<file path="src/rtl/cache_defines.svh">
`ifndef CACHE_DEFINES_SVH
`define CACHE_DEFINES_SVH

`define CACHE_NUM_WAY        2
`define CACHE_BYTES_PER_LINE 16
`define CACHE_NUM_LINE       256
`define CACHE_WORDS_PER_LINE (`CACHE_BYTES_PER_LINE / 4)

// split of a 32-bit byte address
`define CACHE_OFFSET_W $clog2(`CACHE_BYTES_PER_LINE)
`define CACHE_INDEX_W  $clog2(`CACHE_NUM_LINE)
`define CACHE_TAG_W    (32 - `CACHE_OFFSET_W - `CACHE_INDEX_W)
`define CACHE_BANK_W   $clog2(`CACHE_WORDS_PER_LINE)

// victim lfsr start value, must be nonzero
`define CACHE_LFSR_SEED 4'h9

`endif

</file>
<file path="src/rtl/cache_pkg.sv">
`include "cache_defines.svh"

package cache_pkg;

    typedef logic [31:0] addr_t;
    typedef logic [31:0] word_t;
    typedef logic [3:0]  strb_t;

    typedef logic [`CACHE_TAG_W-1:0]    tag_t;
    typedef logic [`CACHE_INDEX_W-1:0]  index_t;
    typedef logic [`CACHE_OFFSET_W-1:0] offset_t;
    typedef logic [`CACHE_BANK_W-1:0]   bank_t; // word within a line

    typedef logic [`CACHE_NUM_WAY-1:0] way_t; // one-hot
    typedef logic [`CACHE_BYTES_PER_LINE*8-1:0] line_t;

    typedef enum logic [2:0] {
        IDLE,
        LOOKUP,
        MISS,
        DIRTY_MISS,
        REPLACE,
        REFILL
    } cache_state_t;

endpackage

</file>
<file path="src/rtl/replace_way_gen.sv">
`include "cache_defines.svh"

module replace_way_gen (
    input  logic clk,
    input  logic reset,
    input  logic miss,
    input  cache_pkg::way_t v_ways,
    output cache_pkg::way_t replace_way
);
    import cache_pkg::*;

    logic [3:0] lfsr;
    way_t free_ways;
    way_t lowest_free;
    way_t rand_way;

    always_ff @(posedge clk) begin
        if (reset) begin
            lfsr <= `CACHE_LFSR_SEED;
        end else if (miss) begin
            lfsr <= {lfsr[2:0], lfsr[3] ^ lfsr[2]}; // x^4 + x^3 + 1
        end
    end

    assign free_ways   = ~v_ways;
    assign lowest_free = free_ways & (~free_ways + 1'b1);
    assign rand_way    = way_t'(1) << (lfsr % `CACHE_NUM_WAY);
    assign replace_way = (|free_ways) ? lowest_free : rand_way;

    // ctrl relies on a single victim when it registers the replace buffer
    victim_onehot: assert property (
        @(posedge clk) disable iff (reset)
        miss |-> $onehot(replace_way)
    );

endmodule

</file>
<file path="config.mk">
export PLATFORM = sky130hd
export DESIGN_NAME = replace_way_gen
export DESIGN_NICKNAME = d
export VERILOG_FILES = /design/src/rtl/cache_pkg.sv /design/src/rtl/replace_way_gen.sv
export VERILOG_INCLUDE_DIRS = /design/src /design/src/rtl
export SDC_FILE = /design/constraint.sdc
export NUM_CORES = 1
export LEC_CHECK = 0
export ABC_AREA = 1
export BUFFER_PORTS_ARGS = -buffer_cell sky130_fd_sc_hd__buf_2
export CORE_AREA = 5 5 42 44
export DETAILED_ROUTE_END_ITERATION = 10
export DIE_AREA = 0 0 47 49
export PLACE_DENSITY = 0.3
export SYNTH_ARGS = -nofsm -noshare
export SYNTH_HDL_FRONTEND = slang
export SYNTH_SLANG_ARGS = --single-unit
</file>
<file path="constraint.sdc">
create_clock -name clk -period 1.3 [get_ports clk]
set_input_delay 0.26 -clock clk [delete_from_list [all_inputs] [get_ports clk]]
set_output_delay 0.26 -clock clk [all_outputs]
set_load 0.01 [all_outputs]
</file>
* Yosys cells after proc, flatten, opt, wreduce, memory -nomap -nowiden
Index checks and enable logic that the tools add are counted. W data, S select, Z words.
Cells by class: reductions and logical operators 1, add/subtract/negate cells 1, shifts and indexed selects 1, mux-type cells 1, bitwise gates (word level) 4
Operators by type and width (number):
- $not A2 Y2 | 2
- $add A2 B1 Y2 const B | 1
- $and A2 B2 Y2 | 1
- $mux W2 | 1
- $reduce_or A2 Y1 | 1
- $shl A1 B1 Y2 const A | 1
- $xor A1 B1 Y1 | 1
Word-level totals: flip-flop bits (word level) 4, logic and storage cells 9

* Depth between registers and ports, before layout
depth in word-level cells 5, mapped depth 5, depth with buffers taken out 5

* Least setup slack after synthesis
Ideal clock, no wire load.
path type reg-to-output, start register lfsr[0], end output port replace_way[1], setup slack 417 ps, required time 1040 ps, arrival time 623 ps, buffers on the path 0, cell stages (with the launch flop) 5, cell sequence dfxtp_1 inv_1 nand2_1 nand2_1 inv_1
Between the ends: longest elaborated chain between the ends 2
Ends and longest elaborated chain:
- start, declared | line replace_way_gen.sv:12 | logic [3:0] lfsr;
- start signal, assigned | line replace_way_gen.sv:19 | lfsr <= `CACHE_LFSR_SEED;
- start signal, assigned | line replace_way_gen.sv:21 | lfsr <= {lfsr[2:0], lfsr[3] ^ lfsr[2]};
- $shl A1 B1 Y2 | line replace_way_gen.sv:27 | assign rand_way = way_t'(1) << (lfsr % `CACHE_NUM_WAY);
- $mux W2 | line replace_way_gen.sv:28 | assign replace_way = (|free_ways) ? lowest_free : rand_way;
- end, declared | line replace_way_gen.sv:8 | output cache_pkg::way_t replace_way
Every way passes these cells.

* Worst setup path after layout
Ends and elaborated chain as after synthesis.

==> flow_summary.toml <==
[setup_path]
cp_max_fo = 3
cp_cell_sequence = "inv_1 > nand2_1 > nand2_1 > inv_1 > buf_2"
required_ns = 1.04
cpMaxStageDelayCell = "dfxtp_1"
cp-start-kind = "flip-flop"
crit_buf_inv = 3
critPathTopFamily = "flip-flops"
worstPathArrival_ns = 0.91
setup.worst_path.class = "flip-flop to output pin"
worst_path_largest_cell_delay_ns = 0.35
end_kind = "output pin"

[floorplan]
ios = 7
initial_core_util_pct = 12.3
dieArea_um2 = 2300
num_rows = 14
core_area_um2 = 1400
die_h_um = 49
die_w_um = 47

[sta]
final-hold-violation-count = 0
fmax_mhz = 856
finalSetupViolations = 0
fin_worst_skew_ns = 0.000411
fin_setup_tns_ns = 0
hold_slack_ns = 0.259
timing.final.crit_share_pct = 89.9
slew_violations = 0
worstMarginPinSlew_ns = 0.141
fin_crit_ns = 1.17
rsz0062_at_grt = "false"
max_slew_margin_pct = 90.5
worst_slack_ns = 0.132

[logic_synthesis]
yosysMostFrequentCell = "nand2_1"
netlist_area_um2 = 173
ys_seq_elements = 4
syn_nets = 31
yosysWarnings = 0
netlist_top_cells_area = "dfxtp_1 (46%), nand2_1 (15%), inv_1 (11%)"
ys_top_cells_by_count = "nand2_1 (7), inv_1 (5), dfxtp_1 (4), nor2_1 (4), o21ai_0 (3)"
ys_types = 8
postSynthAreaPerCell_um2 = 6.64
ys_async_sr_fraction_pct = 0
yosysTopAreaCell = "dfxtp_1"
yosysTopAreaCellShare_pct = 46.4
synth_cells = 26
synth_edf_count = 0
synth_seq_area_share_pct = 46.4
synth_flop_cell = "dfxtp_1"

[power]
p_per_area_nw_per_um2 = 1330
ir_drop_mv = 0.292
p_leak_nw = 0.137
power_mw = 0.327

[clock_network]
clk_pin_slew_ns = 0.04
cts_num_sinks = 4
post_cts_buffers = 0
clockRootBuffer = "clkbuf_4"
holdBufCountCts = 0
clk-insertion-delay-late_ns = 0.23
numCtsBuffers = 3
clk_path_buf_depth = 2
h-tree-depth = 1
cts_tree = "yes"
post_cts_resized = 0

[route]
wl_per_cell_um = 6.63
dr_total_vias = 168
vias_per_cell = 3.29
drc = 0
first_pass_iters = 1
ant_nets = 0
first_iter_violations = 0
drt-total-wl_um = 338

[cells_and_area]
design_area_um2 = 245
fill_cells = 172
nNetsFinal = 42
areaGrowthSynthToFinish_pct = 42.0
antenna_cells = 0
top_regs = "lfsr (4)"
top_register = "lfsr"
layout.cells.non_filler = 51
fin_util_pct = 17.5
drive_above_1_share_pct = 31.4
largest_reg_flops = 4

[status]
outcome = "finished, final reports clean"

[global_route]
grt_util_all_layers_pct = 3.80
grt_pass1_wl_um = 586
grt_max_degree = 7
antenna_found_initial = 0
grt_pass1_vias = 186
overflow = 0

[placed_design]
dp_cells = 48
hpwl_um = 279
io_buffers = 6
dpl_cell_area_um2 = 223
gp_congestion = 0.738
place_ws_ns = 0.364

[hold_path]
hold_class = "primary input to flip-flop"

[flow_run]
cap_viol_max_count = 0
==> final cells by class <==
type | count | area [um^2] | area share, %
Clock buffer | 3 | 22.5 | 9.18
Inverter | 6 | 22.5 | 9.18
Multi-Input combinational cell | 16 | 70.1 | 28.6
Sequential cell | 4 | 80.1 | 32.7
Tap cell | 16 | 20.0 | 8.16
Timing Repair Buffer | 6 | 30.0 | 12.2
==> worst register-to-register path: stages (launching register included) <==
cell,delay [ns]
dfxtp_1,0.35
inv_1,0.05
nand2_1,0.05
nand2_1,0.05
nand2_1,0.05
nand2_1,0.05
==> cell usage in the layout (no fill, tap or decap), drive strengths merged <==
master  n
nand2   7
buf     6
inv     6
nor2    4
dfxtp   4
o21ai   3
clkbuf  3
a21oi   2
==> worst paths after layout <==
path	from	end	slack (ns)	cells past startpoint
worst max-delay path	lfsr[0]	replace_way[1]	0.13	5
worst max register to register	lfsr[2]	lfsr[0]	0.59	5
worst min register to register	lfsr[1]	lfsr[2]	0.48	2
worst min-delay path	reset	lfsr[0]	0.26	3
==> power by group <==
group	internal, mW	switching [mW]
clock network	0.103	0.0458
logic	0.0172	0.0216
registers	0.133	0.00591
==> cells by family after synthesis <==
family	synth area share [%]
AO/OA/AOI/OAI	16.7
buffers and inverters	13.0
flip-flops	46.4
AND/OR/NAND/NOR	23.9
==> routing by layer <==
layer	GRT usage, %	share of wire, %	vias to the layer above
li1	-	-	95
met5	0	0	-
met3	1.11	3.0	0
met2	5.43	56	3
met1	3.28	41	70
met4	5.53	0	0
Power figures use the tool's default switching activity.
