File: src/rtl/cache_defines.svh
`ifndef CACHE_DEFINES_SVH
`define CACHE_DEFINES_SVH

`define CACHE_NUM_WAY        2
`define CACHE_BYTES_PER_LINE 16
`define CACHE_NUM_LINE       256
`define CACHE_WORDS_PER_LINE (`CACHE_BYTES_PER_LINE / 4)

// split of a 32-bit byte address
`define CACHE_OFFSET_W $clog2(`CACHE_BYTES_PER_LINE)
`define CACHE_INDEX_W  $clog2(`CACHE_NUM_LINE)
`define CACHE_TAG_W    (32 - `CACHE_OFFSET_W - `CACHE_INDEX_W)
`define CACHE_BANK_W   $clog2(`CACHE_WORDS_PER_LINE)

// victim lfsr start value, must be nonzero
`define CACHE_LFSR_SEED 4'h9

`endif

File: src/rtl/cache_pkg.sv
`include "cache_defines.svh"

package cache_pkg;

    typedef logic [31:0] addr_t;
    typedef logic [31:0] word_t;
    typedef logic [3:0]  strb_t;

    typedef logic [`CACHE_TAG_W-1:0]    tag_t;
    typedef logic [`CACHE_INDEX_W-1:0]  index_t;
    typedef logic [`CACHE_OFFSET_W-1:0] offset_t;
    typedef logic [`CACHE_BANK_W-1:0]   bank_t; // word within a line

    typedef logic [`CACHE_NUM_WAY-1:0] way_t; // one-hot
    typedef logic [`CACHE_BYTES_PER_LINE*8-1:0] line_t;

    typedef enum logic [2:0] {
        IDLE,
        LOOKUP,
        MISS,
        DIRTY_MISS,
        REPLACE,
        REFILL
    } cache_state_t;

endpackage

File: src/rtl/write_buf_if.sv
interface write_buf_if;
    import cache_pkg::*;

    logic   pending; // store waiting for its table write
    index_t index;
    way_t   way;
    bank_t  bank;
    word_t  data;
    strb_t  strb;

    modport wbuf (
        output pending,
        output index,
        output way,
        output bank,
        output data,
        output strb
    );

    modport ctrl (
        input pending,
        input index,
        input way,
        input bank,
        input data,
        input strb
    );
endinterface

File: src/rtl/write_buffer.sv
module write_buffer (
    input  logic clk,
    input  logic reset,
    input  logic store_hit,
    input  cache_pkg::way_t hit_way,
    input  cache_pkg::index_t lookup_index,
    input  cache_pkg::bank_t lookup_bank,
    input  cache_pkg::word_t wdata,
    input  cache_pkg::strb_t wstrb,
    input  cache_pkg::bank_t in_bank,
    output cache_pkg::strb_t fwd_strb,
    output logic conflict,
    write_buf_if.wbuf wb
);
    import cache_pkg::*;

    word_t stage_data;
    strb_t stage_strb;
    logic fwd_match;

    // cpu write data delayed one cycle to line up with LOOKUP
    always_ff @(posedge clk) begin
        stage_data <= wdata;
        stage_strb <= wstrb;
    end

    always_ff @(posedge clk) begin
        if (reset) begin
            wb.pending <= 1'b0;
        end else begin
            wb.pending <= store_hit; // one cycle only
        end
    end

    always_ff @(posedge clk) begin
        if (store_hit) begin
            wb.index <= lookup_index;
            wb.way   <= hit_way;
            wb.bank  <= lookup_bank;
            wb.data  <= stage_data;
            wb.strb  <= stage_strb;
        end
    end

    assign conflict  = wb.pending && (wb.bank == in_bank);
    assign fwd_match = wb.pending && (wb.index == lookup_index)
                       && (wb.way == hit_way) && (wb.bank == lookup_bank);
    assign fwd_strb  = fwd_match ? wb.strb : '0;

endmodule

File: src/flat_wrapper.sv
// flat-port wrapper written by rule: the top's interface ports become plain ports
module write_buffer_flat import cache_pkg::*;
  (clk, reset, store_hit, hit_way, lookup_index, lookup_bank, wdata, wstrb, in_bank, fwd_strb, conflict, wb_pending, wb_index, wb_way, wb_bank, wb_data, wb_strb);
  write_buf_if wb_i ();
  input  logic clk;
  input  logic reset;
  input  logic store_hit;
  input  cache_pkg::way_t hit_way;
  input  cache_pkg::index_t lookup_index;
  input  cache_pkg::bank_t lookup_bank;
  input  cache_pkg::word_t wdata;
  input  cache_pkg::strb_t wstrb;
  input  cache_pkg::bank_t in_bank;
  output cache_pkg::strb_t fwd_strb;
  output logic conflict;
  output wire logic [$bits(wb_i.pending)-1:0] wb_pending;
  output wire logic [$bits(wb_i.index)-1:0] wb_index;
  output wire logic [$bits(wb_i.way)-1:0] wb_way;
  output wire logic [$bits(wb_i.bank)-1:0] wb_bank;
  output wire logic [$bits(wb_i.data)-1:0] wb_data;
  output wire logic [$bits(wb_i.strb)-1:0] wb_strb;
  assign wb_pending = wb_i.pending;
  assign wb_index = wb_i.index;
  assign wb_way = wb_i.way;
  assign wb_bank = wb_i.bank;
  assign wb_data = wb_i.data;
  assign wb_strb = wb_i.strb;
  write_buffer u_core (.clk(clk), .reset(reset), .store_hit(store_hit), .hit_way(hit_way), .lookup_index(lookup_index), .lookup_bank(lookup_bank), .wdata(wdata), .wstrb(wstrb), .in_bank(in_bank), .fwd_strb(fwd_strb), .conflict(conflict), .wb(wb_i));
endmodule
File: config.mk
export PLATFORM = sky130hd
export DESIGN_NAME = write_buffer_flat
export DESIGN_NICKNAME = d
export VERILOG_FILES = /design/src/rtl/cache_pkg.sv /design/src/rtl/write_buf_if.sv /design/src/rtl/write_buffer.sv /design/src/flat_wrapper.sv
export VERILOG_INCLUDE_DIRS = /design/src /design/src/rtl
export SDC_FILE = /design/constraint.sdc
export NUM_CORES = 1
export LEC_CHECK = 0
export BUFFER_PORTS_ARGS = -buffer_cell sky130_fd_sc_hd__buf_4
export CAP_MARGIN = 20
export CORE_ASPECT_RATIO = 1.5
export CORE_MARGIN = 4
export CORE_UTILIZATION = 45
export DETAILED_ROUTE_END_ITERATION = 10
export PLACE_DENSITY = 0.77
export SYNTH_ARGS = -nofsm -noshare
export SYNTH_HDL_FRONTEND = slang
export SYNTH_SLANG_ARGS = --single-unit
File: constraint.sdc
create_clock -name clk -period 1.2 [get_ports clk]
set_input_delay 0 -clock clk [delete_from_list [all_inputs] [get_ports clk]]
set_output_delay 0 -clock clk [all_outputs]
set_load 0.005 [all_outputs]
# Yosys cells after proc, flatten, opt, wreduce, memory -nomap -nowiden
# Cells that the tools add are included.
# totals
wordCells	17
in_bits	53
output_inout_bits	54
ff_bits	85
# op_classes
mux	1
eq_ne	4
reduce_logical	4
# op_table
cell	count
$eq 8x8->1	1
$eq 2x2->1	3
$logic_and 1x1->1	4
$mux 4	1

# Depth between registers and ports, before layout
# logic_depth
depth_word	5
mapped_depth	4
ltp_nobuf	4

# Least setup slack after synthesis
# Ideal clock, no wire load.
# synth_path
path_kind	register -> output
from	reg u_core.wb.bank[1]
to	out fwd_strb[0]
required_ps	1200
stages_incl_launch_ff	5
t_arrival_ps	1203
path_buffers	0
slack_ps	-3
path_cell_list	edfxtp_1 xnor2_1 nand3_1 nor4_2 and4_1
# synth_via
elab_chain_len	3
# synth_lines
element	line_no	rtl
from (decl)	write_buf_if.sv:15	output bank,
from (signal assigned)	write_buffer.sv:39	wb.bank <= lookup_bank;
$eq 2x2->1	write_buffer.sv:47	&& (wb.way == hit_way) && (wb.bank == lookup_bank);
$logic_and 1x1->1	write_buffer.sv:47	
$mux 4	write_buffer.sv:48	assign fwd_strb = fwd_match ? wb.strb : '0;
to (decl)	flat_wrapper.sv:14	output cache_pkg::strb_t fwd_strb;
# Every way passes these cells.

# Worst setup path after layout
# layout_path
from	reg u_core.wb.index[7]
to	out fwd_strb[0]
# layout_via
elab_chain_len	5
# layout_lines
element	line_no	rtl
from (decl)	write_buf_if.sv:13	output index,
from (signal assigned)	write_buffer.sv:37	wb.index <= lookup_index;
$eq 8x8->1	write_buffer.sv:46	assign fwd_match = wb.pending && (wb.index == lookup_index)
$logic_and 1x1->1	write_buffer.sv:46	
$logic_and 1x1->1 (2 in series)	write_buffer.sv:47	
$mux 4	write_buffer.sv:48	
# Every way passes these cells.

==> reports/summary.md <==
The total number of vias is 1,581. Counting along the longest clock path gives a buffer depth of 2. Post-route clock period utilization: 138%. Die width: 67.6 um. The tools report the root cell of the clock tree as sky130_fd_sc_hd__clkbuf_8. The count of nets left with antenna violations once routing finished came out at 0. In this run the core area contains 32 standard-cell rows. The most frequent standard cell in the layout excluding fill and tap cells is sky130_fd_sc_hd__buf_4. Largest vdd supply drop: 1230 uV. The pin count of the biggest net entering global routing is 50, and the vertical die dimension is 97.4 um.

Once the floorplan was initialized, standard cells occupied 46.4% of the core. The logs give -0.452 ns for the final critical-path setup slack and 5 for the final setup violation count. Dividing total power by cell area gives a power density of 1460 nW/um2.

The global-route wire length before repair is 7870 um. Traced cell by cell, the critical path runs through xnor2_1 > nand2_1 > nor4_4 > and4_1 > buf_4. The setup TNS was -1.87 ns.

In the layout the commonest cells are sky130_fd_sc_hd__buf_4 (113), sky130_fd_sc_hd__dlygate4sd3_1 (49), sky130_fd_sc_hd__edfxtp_1 (48). The routability congestion estimate was 0.654; the clock edge transition at the registers on the reported setup and hold paths was 0.07 ns. The first routing iteration left 27 violations.

The tools report the endpoint class of the critical path as a primary output. The kind of cell adding the most delay to the critical path was simple AND/OR/NAND/NOR gates. Share of power burned in combinational logic: 9.8%. The number of flip-flops and latches in the synthesized netlist works out to 85. Counting the buffers created by CTS gives 9.

In this run the count of I/O pins placed on the die edge is 107. The sequential share of power is 55.9%, and the layout-stage area growth over the synthesis result is 69.5%. Derived from the worst setup path, the maximum achievable clock frequency is 605 MHz. Global routing used 16.9% of the available tracks across all layers. The final period demand of the worst path is 1.65 ns, and the number of clock sinks is 85.

Summed over all nets, the switching power comes to 1.12 mW. The die covers 6580 um2. The highest-delay cell along the critical path was sky130_fd_sc_hd__edfxtp_1. The checks that failed: negative setup slack. After detailed routing, the average wire length per cell comes to 14.6 um. The vias per cell came out at 4.39. Category of the most critical setup path: reg -> out. For this run, the post-layout net count is 340.

The analysis attributes to cell leakage a power of 1.74 nW. The logs give 0 for the initial antenna violation count and 0.00367 ns for the clock skew after layout. Synthesis produced 113 cells. The placeable core region was 5160 um2; the end-of-flow core utilization was 78.7%. Setup repair after global routing could not meet its margin everywhere.

The share of total power dissipated in the clock network is 34.3%. The internal power of the cells came out at 4.81 mW. The category of the worst setup path launch point was a register. Timing analysis after detailed placement gives a worst setup slack of -0.173 ns. The max-slew violation count was 0.

TritonCTS built the clock tree. Max-cap violations in this run came to 0. Counting distinct cell types in the post-synthesis netlist gives 16.

The post-synthesis cell area came out at 2400 um2. Hold timing on the final database bottoms out at a slack of 0.178 ns. For the worst setup path, the data required time is 1.20 ns. The number of buffer and inverter instances along the worst setup path was 1. The run finished, with violations left.

The tools report the sequential element share of the synthesized area as 91.0%. Type of the worst min-delay path: in -> reg. The total congestion overflow is 0, and the first-pass iteration count of the detailed router is 4. In this run the number of H-tree levels came out at 3.

Worst path arrival time: 1.65 ns. The residual DRC count was 0. For the pin with the worst max-slew slack, the measured transition is 0.317 ns. The number of antenna diodes in the final layout is 0.

After detailed routing, the total wire length is 5250 um. The fraction of layout cells with a size suffix above 1 is 44.5%, and the number of hold violations in the final report is 0. In this run the mean area of a mapped cell was 21.2 um2.

The number of global-route vias before repair came out at 1,695. Of all nets on the critical path, the largest fanout is 4. The count of buffers added on input and output ports is 106. The largest single stage delay on the critical path is 0.41 ns. The switching share of power was 18.8%; the sum of net half-perimeters after detailed placement was 3310 um. The Yosys step of the flow raised 0 warnings. Synthesis produced a netlist with a net count of 166. Measured against its own limit, the worst slew margin works out to 78.7%. The run gives 5.93 mW as the post-route total power. The worst-skew pair later-pin latency came out at 0.33 ns.
==> logic make-up after synthesis <==
group,synth area share [%]
XOR/XNOR,4.33
AO/OA/AOI/OAI,0.887
AND/OR/NAND/NOR,3.29
buffers and inverters,0.470
flip-flops,91.0
==> path summary, 6_finish.rpt <==
kind	start	to	slack [ns]	cells after the start
min	store_hit	u_core.wb.data[1]	0.18	2
max reg2reg	u_core.stage_data[28]	u_core.wb.data[28]	0.65	0
max	u_core.wb.index[7]	fwd_strb[0]	-0.45	5
min reg2reg	u_core.stage_strb[0]	u_core.wb.strb[0]	0.41	0
==> synthesized netlist by cell type, drive strengths merged <==
master  number  area (um2)
a222oi       1        10.0
nand3        1        5.00
nor4         1        12.5
xor2         2        17.5
xnor2        9        86.3
nor2         1        3.75
inv          3        11.3
and3         2        12.5
edfxtp      48        1440
o22ai        1        6.26
nor2b        1        6.26
dfxtp       37         741
and4         4        35.0
nand2        1        3.75
o21ai        1        5.00
==> power by group through the flow <==
stage               clock network (mW)  registers [mW]  logic, mW
CTS                               2.09            3.31      0.580
finish                            2.03            3.31      0.581
floorplan                            0            3.38     0.0614
detailed placement                   0            3.38      0.441
global route                      2.22            3.33      0.625
global placement                     0            3.37      0.433
==> final cells by class <==
cell class / instances / area, um2
inverters: 3 / 11.3
flip-flops and latches: 85 / 2180
multi-input cells: 25 / 220
repair buffers: 163 / 1360
clock buffers: 11 / 131
clock inverters: 5 / 75.1
well taps: 68 / 85.1
fillers: 295 / 1100
==> repair_timing <==
action,in CTS,in global routing
pin swaps,3,4
endpoints found under the hold margin,49,1
setup endpoints to repair,5,5
hold buffers,48,1
gates resized for setup,2,0
buffers inserted,2,0
==> routing by layer <==
layer,up-vias,global-route usage (%),share of wire [%]
met5,-,0,0
met4,0,9.06,1.6
met3,8,5.56,8.4
met2,66,30.4,58
met1,748,15.8,32
li1,759,-,-
==> state kept, by name, indices dropped and copies added (netlist names) <==
register and count:
u_core.stage_data 32, u_core.wb.index 8, u_core.wb.strb 4, u_core.wb.data 32, u_core.stage_strb 4, u_core.wb.way 2, u_core.wb.pending 1, u_core.wb.bank 2
==> metrics by stage <==
step,instances,cell area (um2)
floorplan,113,2400
global placement,294,3340
detailed placement,294,3340
CTS,359,4050
global route,360,4060
finish,360,4060
Note: power is estimated with default switching activity, not from simulation.
