File: config.mk
export PLATFORM = sky130hd
export DESIGN_NAME = cache_ctrl_flat
export DESIGN_NICKNAME = d
export VERILOG_FILES = /design/src/rtl/cache_pkg.sv /design/src/rtl/cache_table_if.sv /design/src/rtl/write_buf_if.sv /design/src/rtl/cache_ctrl.sv /design/src/flat_wrapper.sv
export VERILOG_INCLUDE_DIRS = /design/src /design/src/rtl
export SDC_FILE = /design/constraint.sdc
export NUM_CORES = 1
export LEC_CHECK = 0
export ABC_AREA = 1
export BUFFER_PORTS_ARGS = -buffer_cell sky130_fd_sc_hd__buf_4
export CAP_MARGIN = 20
export CORE_AREA = 3 3 270 272
export DETAILED_ROUTE_END_ITERATION = 16
export DIE_AREA = 0 0 273 275
export PLACE_DENSITY_LB_ADDON = 0.1
export SLEW_MARGIN = 0
export SYNTH_ARGS = -nofsm -noshare
export SYNTH_HDL_FRONTEND = slang
export SYNTH_SLANG_ARGS = --single-unit
File: constraint.sdc
create_clock -name clk -period 4.2 [get_ports clk]
set_input_delay 0.42 -clock clk [delete_from_list [all_inputs] [get_ports clk]]
set_output_delay 0.42 -clock clk [all_outputs]
set_load 0.01 [all_outputs]
File: src/rtl/cache_defines.svh
`ifndef CACHE_DEFINES_SVH
`define CACHE_DEFINES_SVH

`define CACHE_NUM_WAY        2
`define CACHE_BYTES_PER_LINE 16
`define CACHE_NUM_LINE       256
`define CACHE_WORDS_PER_LINE (`CACHE_BYTES_PER_LINE / 4)

// split of a 32-bit byte address
`define CACHE_OFFSET_W $clog2(`CACHE_BYTES_PER_LINE)
`define CACHE_INDEX_W  $clog2(`CACHE_NUM_LINE)
`define CACHE_TAG_W    (32 - `CACHE_OFFSET_W - `CACHE_INDEX_W)
`define CACHE_BANK_W   $clog2(`CACHE_WORDS_PER_LINE)

// victim lfsr start value, must be nonzero
`define CACHE_LFSR_SEED 4'h9

`endif

File: src/rtl/cache_pkg.sv
`include "cache_defines.svh"

package cache_pkg;

    typedef logic [31:0] addr_t;
    typedef logic [31:0] word_t;
    typedef logic [3:0]  strb_t;

    typedef logic [`CACHE_TAG_W-1:0]    tag_t;
    typedef logic [`CACHE_INDEX_W-1:0]  index_t;
    typedef logic [`CACHE_OFFSET_W-1:0] offset_t;
    typedef logic [`CACHE_BANK_W-1:0]   bank_t; // word within a line

    typedef logic [`CACHE_NUM_WAY-1:0] way_t; // one-hot
    typedef logic [`CACHE_BYTES_PER_LINE*8-1:0] line_t;

    typedef enum logic [2:0] {
        IDLE,
        LOOKUP,
        MISS,
        DIRTY_MISS,
        REPLACE,
        REFILL
    } cache_state_t;

endpackage

File: src/rtl/cache_table_if.sv
interface cache_table_if;
    import cache_pkg::*;

    index_t index; // lookup port
    tag_t   tag;
    bank_t  bank;

    logic   write; // data write port
    index_t write_index;
    way_t   write_way;
    bank_t  write_bank;
    word_t  write_data;
    strb_t  write_strb;

    way_t   tag_v_write_way;
    tag_t   tag_write;
    way_t   d_write_way;
    logic   d_write;

    way_t   read_way; // victim select

    way_t   hit_way;
    way_t   v_ways;
    way_t   dirty_ways;
    word_t  rdata;
    line_t  read_line;
    tag_t   read_tag;

    modport ctrl (
        output index, tag, bank,
        output write, write_index, write_way, write_bank, write_data, write_strb,
        output tag_v_write_way, tag_write, d_write_way, d_write, read_way,
        input  hit_way, v_ways, dirty_ways, rdata, read_line, read_tag
    );

    modport tbl (
        input  index, tag, bank,
        input  write, write_index, write_way, write_bank, write_data, write_strb,
        input  tag_v_write_way, tag_write, d_write_way, d_write, read_way,
        output hit_way, v_ways, dirty_ways, rdata, read_line, read_tag
    );
endinterface

File: src/rtl/write_buf_if.sv
interface write_buf_if;
    import cache_pkg::*;

    logic   pending; // store waiting for its table write
    index_t index;
    way_t   way;
    bank_t  bank;
    word_t  data;
    strb_t  strb;

    modport wbuf (
        output pending,
        output index,
        output way,
        output bank,
        output data,
        output strb
    );

    modport ctrl (
        input pending,
        input index,
        input way,
        input bank,
        input data,
        input strb
    );
endinterface

File: src/rtl/cache_ctrl.sv
module cache_ctrl (
    input  logic clk,
    input  logic reset,
    input  logic valid,
    input  logic write,
    input  cache_pkg::addr_t addr,
    input  cache_pkg::strb_t wstrb,
    input  cache_pkg::word_t wdata,
    output logic addr_ok,
    output logic data_ok,
    output cache_pkg::word_t rdata,
    output logic rd_req,
    output cache_pkg::addr_t rd_addr,
    input  logic rd_rdy,
    input  logic ret_valid,
    input  logic ret_last,
    input  cache_pkg::word_t ret_data,
    output logic wr_req,
    output cache_pkg::addr_t wr_addr,
    output cache_pkg::line_t wr_data,
    input  logic wr_rdy,
    cache_table_if.ctrl tbl,
    write_buf_if.ctrl wb,
    output cache_pkg::index_t lookup_index,
    output cache_pkg::bank_t lookup_bank,
    output logic store_hit,
    output cache_pkg::way_t hit_way,
    input  cache_pkg::strb_t fwd_strb,
    input  logic conflict,
    output logic miss,
    input  cache_pkg::way_t replace_way
);
    import cache_pkg::*;

    cache_state_t state;
    cache_state_t state_next;
    tag_t in_tag;
    index_t in_index;
    offset_t in_offset;
    tag_t req_tag;
    index_t req_index;
    bank_t req_bank;
    logic req_write;
    strb_t req_wstrb;
    word_t req_wdata;
    tag_t repl_tag;
    index_t repl_index;
    bank_t repl_bank;
    logic repl_write;
    strb_t repl_wstrb;
    word_t repl_wdata;
    way_t repl_way;
    bank_t refill_cnt;
    logic first_replace;
    logic hit;
    logic accept;
    logic victim_dirty;
    logic refill_own_word;
    logic lookup_data_ok;
    logic refill_data_ok;
    word_t lookup_rdata;
    word_t merged_ret;
    word_t refill_word;

    assign {in_tag, in_index, in_offset} = addr;

    assign hit    = (state == LOOKUP) && (|tbl.hit_way);
    assign accept = valid && !conflict && ((state == IDLE) || hit);
    // a store still in the write buffer has not set its dirty bit yet
    assign victim_dirty = (|(tbl.dirty_ways & replace_way))
                          || (wb.pending && (wb.index == req_index) && (wb.way == replace_way));

    always_comb begin
        state_next = state;
        case (state)
            IDLE:       if (accept) state_next = LOOKUP;
            LOOKUP: begin
                if (hit) begin
                    state_next = accept ? LOOKUP : IDLE;
                end else begin
                    state_next = victim_dirty ? DIRTY_MISS : MISS;
                end
            end
            MISS:       if (rd_rdy) state_next = REFILL;
            DIRTY_MISS: if (wr_rdy) state_next = REPLACE;
            REPLACE:    if (rd_rdy) state_next = REFILL;
            REFILL:     if (ret_valid && ret_last) state_next = IDLE;
            default:    state_next = IDLE;
        endcase
    end

    always_ff @(posedge clk) begin
        if (reset) begin
            state         <= IDLE;
            first_replace <= 1'b0;
            refill_cnt    <= '0;
        end else begin
            state         <= state_next;
            first_replace <= (state == DIRTY_MISS) && wr_rdy;
            if (state != REFILL) begin
                refill_cnt <= '0;
            end else if (ret_valid) begin
                refill_cnt <= refill_cnt + 1'b1;
            end
        end
    end

    always_ff @(posedge clk) begin
        if (state_next == LOOKUP) begin // request buffer
            req_tag   <= in_tag;
            req_index <= in_index;
            req_bank  <= bank_t'(in_offset >> 2);
            req_write <= write;
            req_wstrb <= wstrb;
            req_wdata <= wdata;
        end
        if (state == LOOKUP) begin // replace buffer
            repl_tag   <= req_tag;
            repl_index <= req_index;
            repl_bank  <= req_bank;
            repl_write <= req_write;
            repl_wstrb <= req_wstrb;
            repl_wdata <= req_wdata;
            repl_way   <= replace_way;
        end
    end

    assign refill_own_word = (repl_bank == refill_cnt);
    always_comb begin
        for (int b = 0; b < 4; b++) begin
            lookup_rdata[8*b +: 8] = fwd_strb[b] ? wb.data[8*b +: 8] : tbl.rdata[8*b +: 8];
            merged_ret[8*b +: 8]   = repl_wstrb[b] ? repl_wdata[8*b +: 8] : ret_data[8*b +: 8];
        end
    end
    assign refill_word = (repl_write && refill_own_word) ? merged_ret : ret_data;

    // refill owns the write ports, otherwise the write buffer
    always_comb begin
        if (state == REFILL) begin
            tbl.write           = ret_valid;
            tbl.write_index     = repl_index;
            tbl.write_way       = repl_way;
            tbl.write_bank      = refill_cnt;
            tbl.write_data      = refill_word;
            tbl.write_strb      = '1;
            tbl.tag_v_write_way = repl_way;
            tbl.d_write_way     = repl_way;
            tbl.d_write         = repl_write; // write miss leaves line dirty
        end else begin
            tbl.write           = wb.pending;
            tbl.write_index     = wb.index;
            tbl.write_way       = wb.way;
            tbl.write_bank      = wb.bank;
            tbl.write_data      = wb.data;
            tbl.write_strb      = wb.strb;
            tbl.tag_v_write_way = '0;
            tbl.d_write_way     = wb.pending ? wb.way : '0;
            tbl.d_write         = 1'b1;
        end
    end
    assign tbl.tag_write = repl_tag;
    assign tbl.index     = (state == LOOKUP) ? req_index : repl_index;
    assign tbl.tag       = req_tag;
    assign tbl.bank      = req_bank;
    assign tbl.read_way  = repl_way;

    assign lookup_index = req_index;
    assign lookup_bank  = req_bank;
    assign hit_way      = tbl.hit_way;
    assign store_hit    = hit && req_write;
    assign miss         = (state == LOOKUP) && !(|tbl.hit_way);

    assign addr_ok        = accept;
    assign lookup_data_ok = (state == LOOKUP) && (hit || req_write); // writes never wait
    assign refill_data_ok = (state == REFILL) && ret_valid && refill_own_word && !repl_write;
    assign data_ok        = lookup_data_ok || refill_data_ok;
    assign rdata          = lookup_data_ok ? lookup_rdata : ret_data;

    assign rd_req  = (state == MISS) || (state == REPLACE);
    assign rd_addr = {repl_tag, repl_index, offset_t'(0)};
    assign wr_req  = first_replace;
    assign wr_addr = {tbl.read_tag, repl_index, offset_t'(0)};
    assign wr_data = tbl.read_line;

    wr_req_in_replace: assert property (
        @(posedge clk) disable iff (reset)
        wr_req |-> (state == REPLACE)
    );

    no_data_ok_in_miss: assert property (
        @(posedge clk) disable iff (reset)
        (state inside {MISS, DIRTY_MISS}) |-> !data_ok
    );

endmodule

File: src/flat_wrapper.sv
// flat-port wrapper written by rule: the top's interface ports become plain ports
module cache_ctrl_flat import cache_pkg::*;
  (clk, reset, valid, write, addr, wstrb, wdata, addr_ok, data_ok, rdata, rd_req, rd_addr, rd_rdy, ret_valid, ret_last, ret_data, wr_req, wr_addr, wr_data, wr_rdy, lookup_index, lookup_bank, store_hit, hit_way, fwd_strb, conflict, miss, replace_way, tbl_index, tbl_tag, tbl_bank, tbl_write, tbl_write_index, tbl_write_way, tbl_write_bank, tbl_write_data, tbl_write_strb, tbl_tag_v_write_way, tbl_tag_write, tbl_d_write_way, tbl_d_write, tbl_read_way, tbl_hit_way, tbl_v_ways, tbl_dirty_ways, tbl_rdata, tbl_read_line, tbl_read_tag, wb_pending, wb_index, wb_way, wb_bank, wb_data, wb_strb);
  cache_table_if tbl_i ();
  write_buf_if wb_i ();
  input  logic clk;
  input  logic reset;
  input  logic valid;
  input  logic write;
  input  cache_pkg::addr_t addr;
  input  cache_pkg::strb_t wstrb;
  input  cache_pkg::word_t wdata;
  output logic addr_ok;
  output logic data_ok;
  output cache_pkg::word_t rdata;
  output logic rd_req;
  output cache_pkg::addr_t rd_addr;
  input  logic rd_rdy;
  input  logic ret_valid;
  input  logic ret_last;
  input  cache_pkg::word_t ret_data;
  output logic wr_req;
  output cache_pkg::addr_t wr_addr;
  output cache_pkg::line_t wr_data;
  input  logic wr_rdy;
  output cache_pkg::index_t lookup_index;
  output cache_pkg::bank_t lookup_bank;
  output logic store_hit;
  output cache_pkg::way_t hit_way;
  input  cache_pkg::strb_t fwd_strb;
  input  logic conflict;
  output logic miss;
  input  cache_pkg::way_t replace_way;
  output wire logic [$bits(tbl_i.index)-1:0] tbl_index;
  output wire logic [$bits(tbl_i.tag)-1:0] tbl_tag;
  output wire logic [$bits(tbl_i.bank)-1:0] tbl_bank;
  output wire logic [$bits(tbl_i.write)-1:0] tbl_write;
  output wire logic [$bits(tbl_i.write_index)-1:0] tbl_write_index;
  output wire logic [$bits(tbl_i.write_way)-1:0] tbl_write_way;
  output wire logic [$bits(tbl_i.write_bank)-1:0] tbl_write_bank;
  output wire logic [$bits(tbl_i.write_data)-1:0] tbl_write_data;
  output wire logic [$bits(tbl_i.write_strb)-1:0] tbl_write_strb;
  output wire logic [$bits(tbl_i.tag_v_write_way)-1:0] tbl_tag_v_write_way;
  output wire logic [$bits(tbl_i.tag_write)-1:0] tbl_tag_write;
  output wire logic [$bits(tbl_i.d_write_way)-1:0] tbl_d_write_way;
  output wire logic [$bits(tbl_i.d_write)-1:0] tbl_d_write;
  output wire logic [$bits(tbl_i.read_way)-1:0] tbl_read_way;
  input wire logic [$bits(tbl_i.hit_way)-1:0] tbl_hit_way;
  input wire logic [$bits(tbl_i.v_ways)-1:0] tbl_v_ways;
  input wire logic [$bits(tbl_i.dirty_ways)-1:0] tbl_dirty_ways;
  input wire logic [$bits(tbl_i.rdata)-1:0] tbl_rdata;
  input wire logic [$bits(tbl_i.read_line)-1:0] tbl_read_line;
  input wire logic [$bits(tbl_i.read_tag)-1:0] tbl_read_tag;
  input wire logic [$bits(wb_i.pending)-1:0] wb_pending;
  input wire logic [$bits(wb_i.index)-1:0] wb_index;
  input wire logic [$bits(wb_i.way)-1:0] wb_way;
  input wire logic [$bits(wb_i.bank)-1:0] wb_bank;
  input wire logic [$bits(wb_i.data)-1:0] wb_data;
  input wire logic [$bits(wb_i.strb)-1:0] wb_strb;
  assign tbl_index = tbl_i.index;
  assign tbl_tag = tbl_i.tag;
  assign tbl_bank = tbl_i.bank;
  assign tbl_write = tbl_i.write;
  assign tbl_write_index = tbl_i.write_index;
  assign tbl_write_way = tbl_i.write_way;
  assign tbl_write_bank = tbl_i.write_bank;
  assign tbl_write_data = tbl_i.write_data;
  assign tbl_write_strb = tbl_i.write_strb;
  assign tbl_tag_v_write_way = tbl_i.tag_v_write_way;
  assign tbl_tag_write = tbl_i.tag_write;
  assign tbl_d_write_way = tbl_i.d_write_way;
  assign tbl_d_write = tbl_i.d_write;
  assign tbl_read_way = tbl_i.read_way;
  assign tbl_i.hit_way = tbl_hit_way;
  assign tbl_i.v_ways = tbl_v_ways;
  assign tbl_i.dirty_ways = tbl_dirty_ways;
  assign tbl_i.rdata = tbl_rdata;
  assign tbl_i.read_line = tbl_read_line;
  assign tbl_i.read_tag = tbl_read_tag;
  assign wb_i.pending = wb_pending;
  assign wb_i.index = wb_index;
  assign wb_i.way = wb_way;
  assign wb_i.bank = wb_bank;
  assign wb_i.data = wb_data;
  assign wb_i.strb = wb_strb;
  cache_ctrl u_core (.clk(clk), .reset(reset), .valid(valid), .write(write), .addr(addr), .wstrb(wstrb), .wdata(wdata), .addr_ok(addr_ok), .data_ok(data_ok), .rdata(rdata), .rd_req(rd_req), .rd_addr(rd_addr), .rd_rdy(rd_rdy), .ret_valid(ret_valid), .ret_last(ret_last), .ret_data(ret_data), .wr_req(wr_req), .wr_addr(wr_addr), .wr_data(wr_data), .wr_rdy(wr_rdy), .tbl(tbl_i), .wb(wb_i), .lookup_index(lookup_index), .lookup_bank(lookup_bank), .store_hit(store_hit), .hit_way(hit_way), .fwd_strb(fwd_strb), .conflict(conflict), .miss(miss), .replace_way(replace_way));
endmodule
# After elaboration in Yosys (flattened, before gate mapping)
# Index checks and enable logic that the tools add are counted.
dict set report totals {
  wordCells 84
  out_inout_bits 348
  in_bits 350
  reg_bits 142
}
dict set report classes {
  reduce_logical 27
  n_bitwise 1
  mux 29
  eq_ne 10
  addsub 1
}
# operator count
set op_table {}
lappend op_table {{$mux W32} 3}
lappend op_table {{$mux W8} 10}
lappend op_table {{$mux W3} 5}
lappend op_table {{$pmux W3 S5} 1}
lappend op_table {{$logic_and A1 B1 Y1} 14}
lappend op_table {{$mux W2} 5}
lappend op_table {{$eq A8 B8 Y1} 1}
lappend op_table {{$reduce_or A2 Y1} 4}
lappend op_table {{$eq A3 B1 Y1 const B} 2}
lappend op_table {{$eq A3 B2 Y1 const B} 2}
lappend op_table {{$eq A3 B3 Y1 const B} 2}
lappend op_table {{$logic_or A1 B1 Y1} 5}
lappend op_table {{$eq A2 B2 Y1} 2}
lappend op_table {{$mux W1} 4}
lappend op_table {{$mux W4} 1}
lappend op_table {{$logic_not A1 Y1} 3}
lappend op_table {{$logic_not A3 Y1} 1}
lappend op_table {{$ne A3 B3 Y1 const B} 1}
lappend op_table {{$add A2 B1 Y2 const B} 1}
lappend op_table {{$and A2 B2 Y2} 1}

# Longest topological paths before layout
dict set report depth {
  word_depth 8
  ltp_mapped 10
  mapped_depth_nobuf 10
}

# Least setup slack after synthesis
# No wires, ideal clock.
dict set report synth_path {
  kind {register -> output}
  from {reg u_core.state[2]}
  to {out tbl_index[0]}
  path_buffers 1
  required_time_ps 3780
  stages_incl_launch_ff 6
  slack_ps 725
  t_arrival_ps 3055
  cell_sequence {dfxtp_1 -> nor2_2 -> inv_2 -> nor2_8 -> clkbuf_1 -> o21ai_0}
}
dict set report synth_via {
  elab_chain_len 2
}
# item line_no
set synth_lines {}
lappend synth_lines {{start: declaration} cache_ctrl.sv:35} ;# cache_state_t state;
lappend synth_lines {{start signal: assignment} cache_ctrl.sv:98} ;# state <= state_next;
lappend synth_lines {{$eq A3 B1 Y1} cache_ctrl.sv:162} ;# assign tbl.index = (state == LOOKUP) ? req_index : repl_index;
lappend synth_lines {{$mux W8} cache_ctrl.sv:162}
lappend synth_lines {{end: declaration} flat_wrapper.sv:34} ;# output wire logic [$bits(tbl_i.index)-1:0] tbl_index;
# No other way between the ends.

# Worst setup path after layout
dict set report layout_path {
  from {reg u_core.state[2]}
  to {out tbl_write_data[18]}
}
dict set report layout_via {
  elab_chain_len 2
}
# item line_no
set layout_lines {}
lappend layout_lines {{$eq A3 B3 Y1} cache_ctrl.sv:139} ;# if (state == REFILL) begin
lappend layout_lines {{$mux W32} cache_ctrl.sv:139}
lappend layout_lines {{end: declaration} flat_wrapper.sv:41} ;# output wire logic [$bits(tbl_i.write_data)-1:0] tbl_write_data;
# No other way between the ends.

==> results by group <==
Clock network
  – Cts repair resizes: 0
  – Hold Buf Count CTS: 0
  – Reg clk slew, reported paths: 0.08 ns
  – CTS Buf Count: 17
  – Worst-Skew Late Latency: about 0.48 ns
  – # H-tree levels: 4
  – Clock Tree Root: clkbuf_16
  – Clock Path Buffers: 2
  – CTS tree: built
  – Clk sinks: 142
  – Setup bufs post-CTS: 0

Critical path
  – Worst R2R Start: u_core.state[2]$_SDFF_PP0_
  – Crit-path max FO: 37
  – R2r setup slk: 1.68 ns
  – R2r endpoint: u_core.req_wdata[7]$_DFFE_PN_
  – Critical path origin: u_core.state[2]$_SDFF_PP0_
  – Crit path capture: tbl_write_data[18]
  – WP data arrival: 2.67 ns
  – Critical path class: flip-flop to primary output
  – Crit. End Element: primary output
  – R2R cell count: 6
  – Nature of the critical path startpoint: flip-flop
  – WP data required: 3.78 ns

Placement
  – Inst Count DP: slightly below 2,000
  – Final HPWL from detailed placement: 35,520 um
  – Placer Congestion: 0.8064
  – Port buffer count: 389
  – Pre-CTS setup slack: 1.527 ns
  – Cell area after placement: 10,380 um2

Floorplan
  – Die Footprint: 75,080 um2
  – Ports: about 700
  – Core Area: 71,000 um2
  – Starting density of the core: 10.91%
  – Die W: 273 um
  – Site Rows: 98
  – Die height: 275 um

STA
  – Slew @ Worst Pin: between 0.8 and 0.9 ns
  – Layout Skew: 0.02432 ns
  – RSZ-0062 raised after global routing: no
  – Share of the clock period used by the worst path: between 70 and 80%
  – Setup violators final: 0
  – Max Freq: 323.7 MHz
  – Tmin final: roughly 3.1 ns
  – Final setup TNS: 0 ns
  – Final Max Tran Viols: 0
  – WHS: 0.1118 ns
  – Fin worst setup slack: 1.111 ns
  – Slew headroom: approximately 46%
  – Final hold violation count: 0

Synth
  – Netlist cell types: 33
  – Post-Synthesis Cells: about 800
  – Syn_area_per_cell: between 9 and 10 um2
  – Yosys warnings: 0
  – Top cells by area, synth: edfxtp_1, buf_4, nand2_1
  – Register area share after synthesis: between 50% and 60%
  – Synth area leader: edfxtp_1
  – Synth top area share: 49.64%
  – #FFs+latches synth: 142
  – Post-Syn Area: 7744 um2

Drt
  – Drt total wl: 43,460 um
  – Post-DRT Antenna Nets: 0
  – Vias: ~6,200
  – DR DRC count: 0
  – Initial DRC Count: 260
  – Post-DR vias/cell: 3.139
  – Drt pass-1 iters: 4
  – Routed WL per cell: 22.02 um

Global routing
  – Vias in the first global route: 6,433
  – Initial antenna violation count: 5
  – GRT Overall Usage: 11.04%
  – Global route overflow: 0
  – Largest net degree at the start of global routing: 49
  – Global-route wire length before repair: 55,640 um

Finish
  – Reg area: 4124 um2
  – Most common cell after layout, fill and taps aside: buf_4
  – Multi-input gate area: between 1500 and 2000 um2
  – Final net count: 1,360
  – Commonest non-fill, non-tap cells in the layout: buf_4, nand2_1, edfxtp_1
  – Filler cell count: 8,000
  – Finished Cell Area: 10,950 um2
  – P&R area growth vs syn: 41.35%
  – Final Core Density: 15.42%
  – Share of layout cells above drive strength 1: a little over two fifths
  – Finished Layout Cells: 1,974

Power and ir drop
  – Leakage: 4.643 nW
  – Power consumption: just under 4 mW
  – Peak VDD IR: between 200 and 300 uV
  – PD cells: 353.8 nW/um2

Outcome
  – Status: finished clean

Worst hold path
  – Hold Path Class: input port to flip-flop

Run
  – Max Cap Violations: 0
==> where the power goes <==
group	switching [mW]	internal [mW]	leakage, nW	total (mW)
Sequential	0.0437	1.62	1.30	1.67
Combinational	0.329	0.334	3.06	0.664
Clock	0.718	0.824	0.275	1.54
Total	1.09	2.78	4.64	3.87
==> worst min-delay path by stage <==
stage,to,from,slack (ns),cells after the start
after floorplan,u_core.repl_wdata[0]$_DFFE_PP_,u_core.req_wdata[0]$_DFFE_PN_,0.40,0
after global placement,u_core.repl_wdata[11]$_DFFE_PP_,u_core.req_wdata[11]$_DFFE_PN_,0.40,0
after detailed placement,u_core.repl_wdata[27]$_DFFE_PP_,u_core.req_wdata[27]$_DFFE_PN_,0.41,0
after CTS,u_core.lookup_index[6]$_DFFE_PN_,addr[10],0.05,1
after global routing,u_core.req_wdata[23]$_DFFE_PN_,wdata[23],0.06,1
final,u_core.req_wdata[23]$_DFFE_PN_,wdata[23],0.11,1
==> cells in the mapped netlist <==
cell,count
conb_1,1
inv_1,80
inv_4,4
edfxtp_1,128
o21ai_0,90
xnor2_1,2
a22o_1,1
clkbuf_1,10
nor2_4,4
nand2_1,131
o21ai_2,1
or2_2,5
inv_2,2
buf_2,2
a31oi_1,1
nor2_2,1
dlymetal6s2s_1,1
nor3b_1,1
clkbuf_8,1
nor2_8,1
nor3_1,2
nand3_1,3
a21oi_1,2
o211ai_1,1
nand3_4,2
nor4_1,1
nor2_1,44
buf_6,4
dfxtp_1,14
buf_4,192
xor2_1,2
o22ai_1,34
o21ai_1,30
==> layer usage <==
layer	track usage [%]	up-vias	share of wire, %
met5	0.6418	-	0.24
met4	4.565	8	2.8
met3	8.181	70	16
met2	20.24	476	53
met1	8.755	2757	28
li1	-	2886	-
==> kinds of logic (layout without fill, tap and decap cells) <==
logic type                Yosys count  in the layout  synth area share (%)
buffers and inverters             296            514                 24.45
and+or+nand+nor                   195            195                 10.76
other                               1              9               0.04843
DFF                               142            142                 53.26
xor gates and xnor gates            4              4                0.4525
AOI/OAI and AO/OA                 160            160                 11.04
==> worst max-delay path: stages, from the launching register on <==
cell and delay (ns):
dfxtp_1 0.48, nand3_4 0.34, inv_2 0.38, buf_4 0.43
o21ai_0 0.17, o22ai_1 0.19, buf_4 0.16
==> sequential cells by signal, indices dropped and copies added (netlist names), 2 cells and up <==
name	cells
u_core.req_wstrb	4
u_core.refill_cnt	2
u_core.lookup_bank	2
u_core.repl_wdata	32
u_core.state	3
u_core.tbl.tag_write	20
u_core.repl_index	8
u_core.lookup_index	8
u_core.req_wdata	32
u_core.tbl.tag	20
u_core.repl_bank	2
u_core.tbl.read_way	2
u_core.repl_wstrb	4
==> final cells by class <==
type                       instances  share of cell area [%]
clock inverter                    14                   1.212
inverter                          86                   3.064
multi-input combinational        367                   16.08
antenna                            1                 0.02286
tap                              950                   10.86
timing repair buffer             396                   27.16
clock buffer                      18                   3.921
sequential                       142                   37.68
Note: power is estimated with default switching activity, not from simulation.
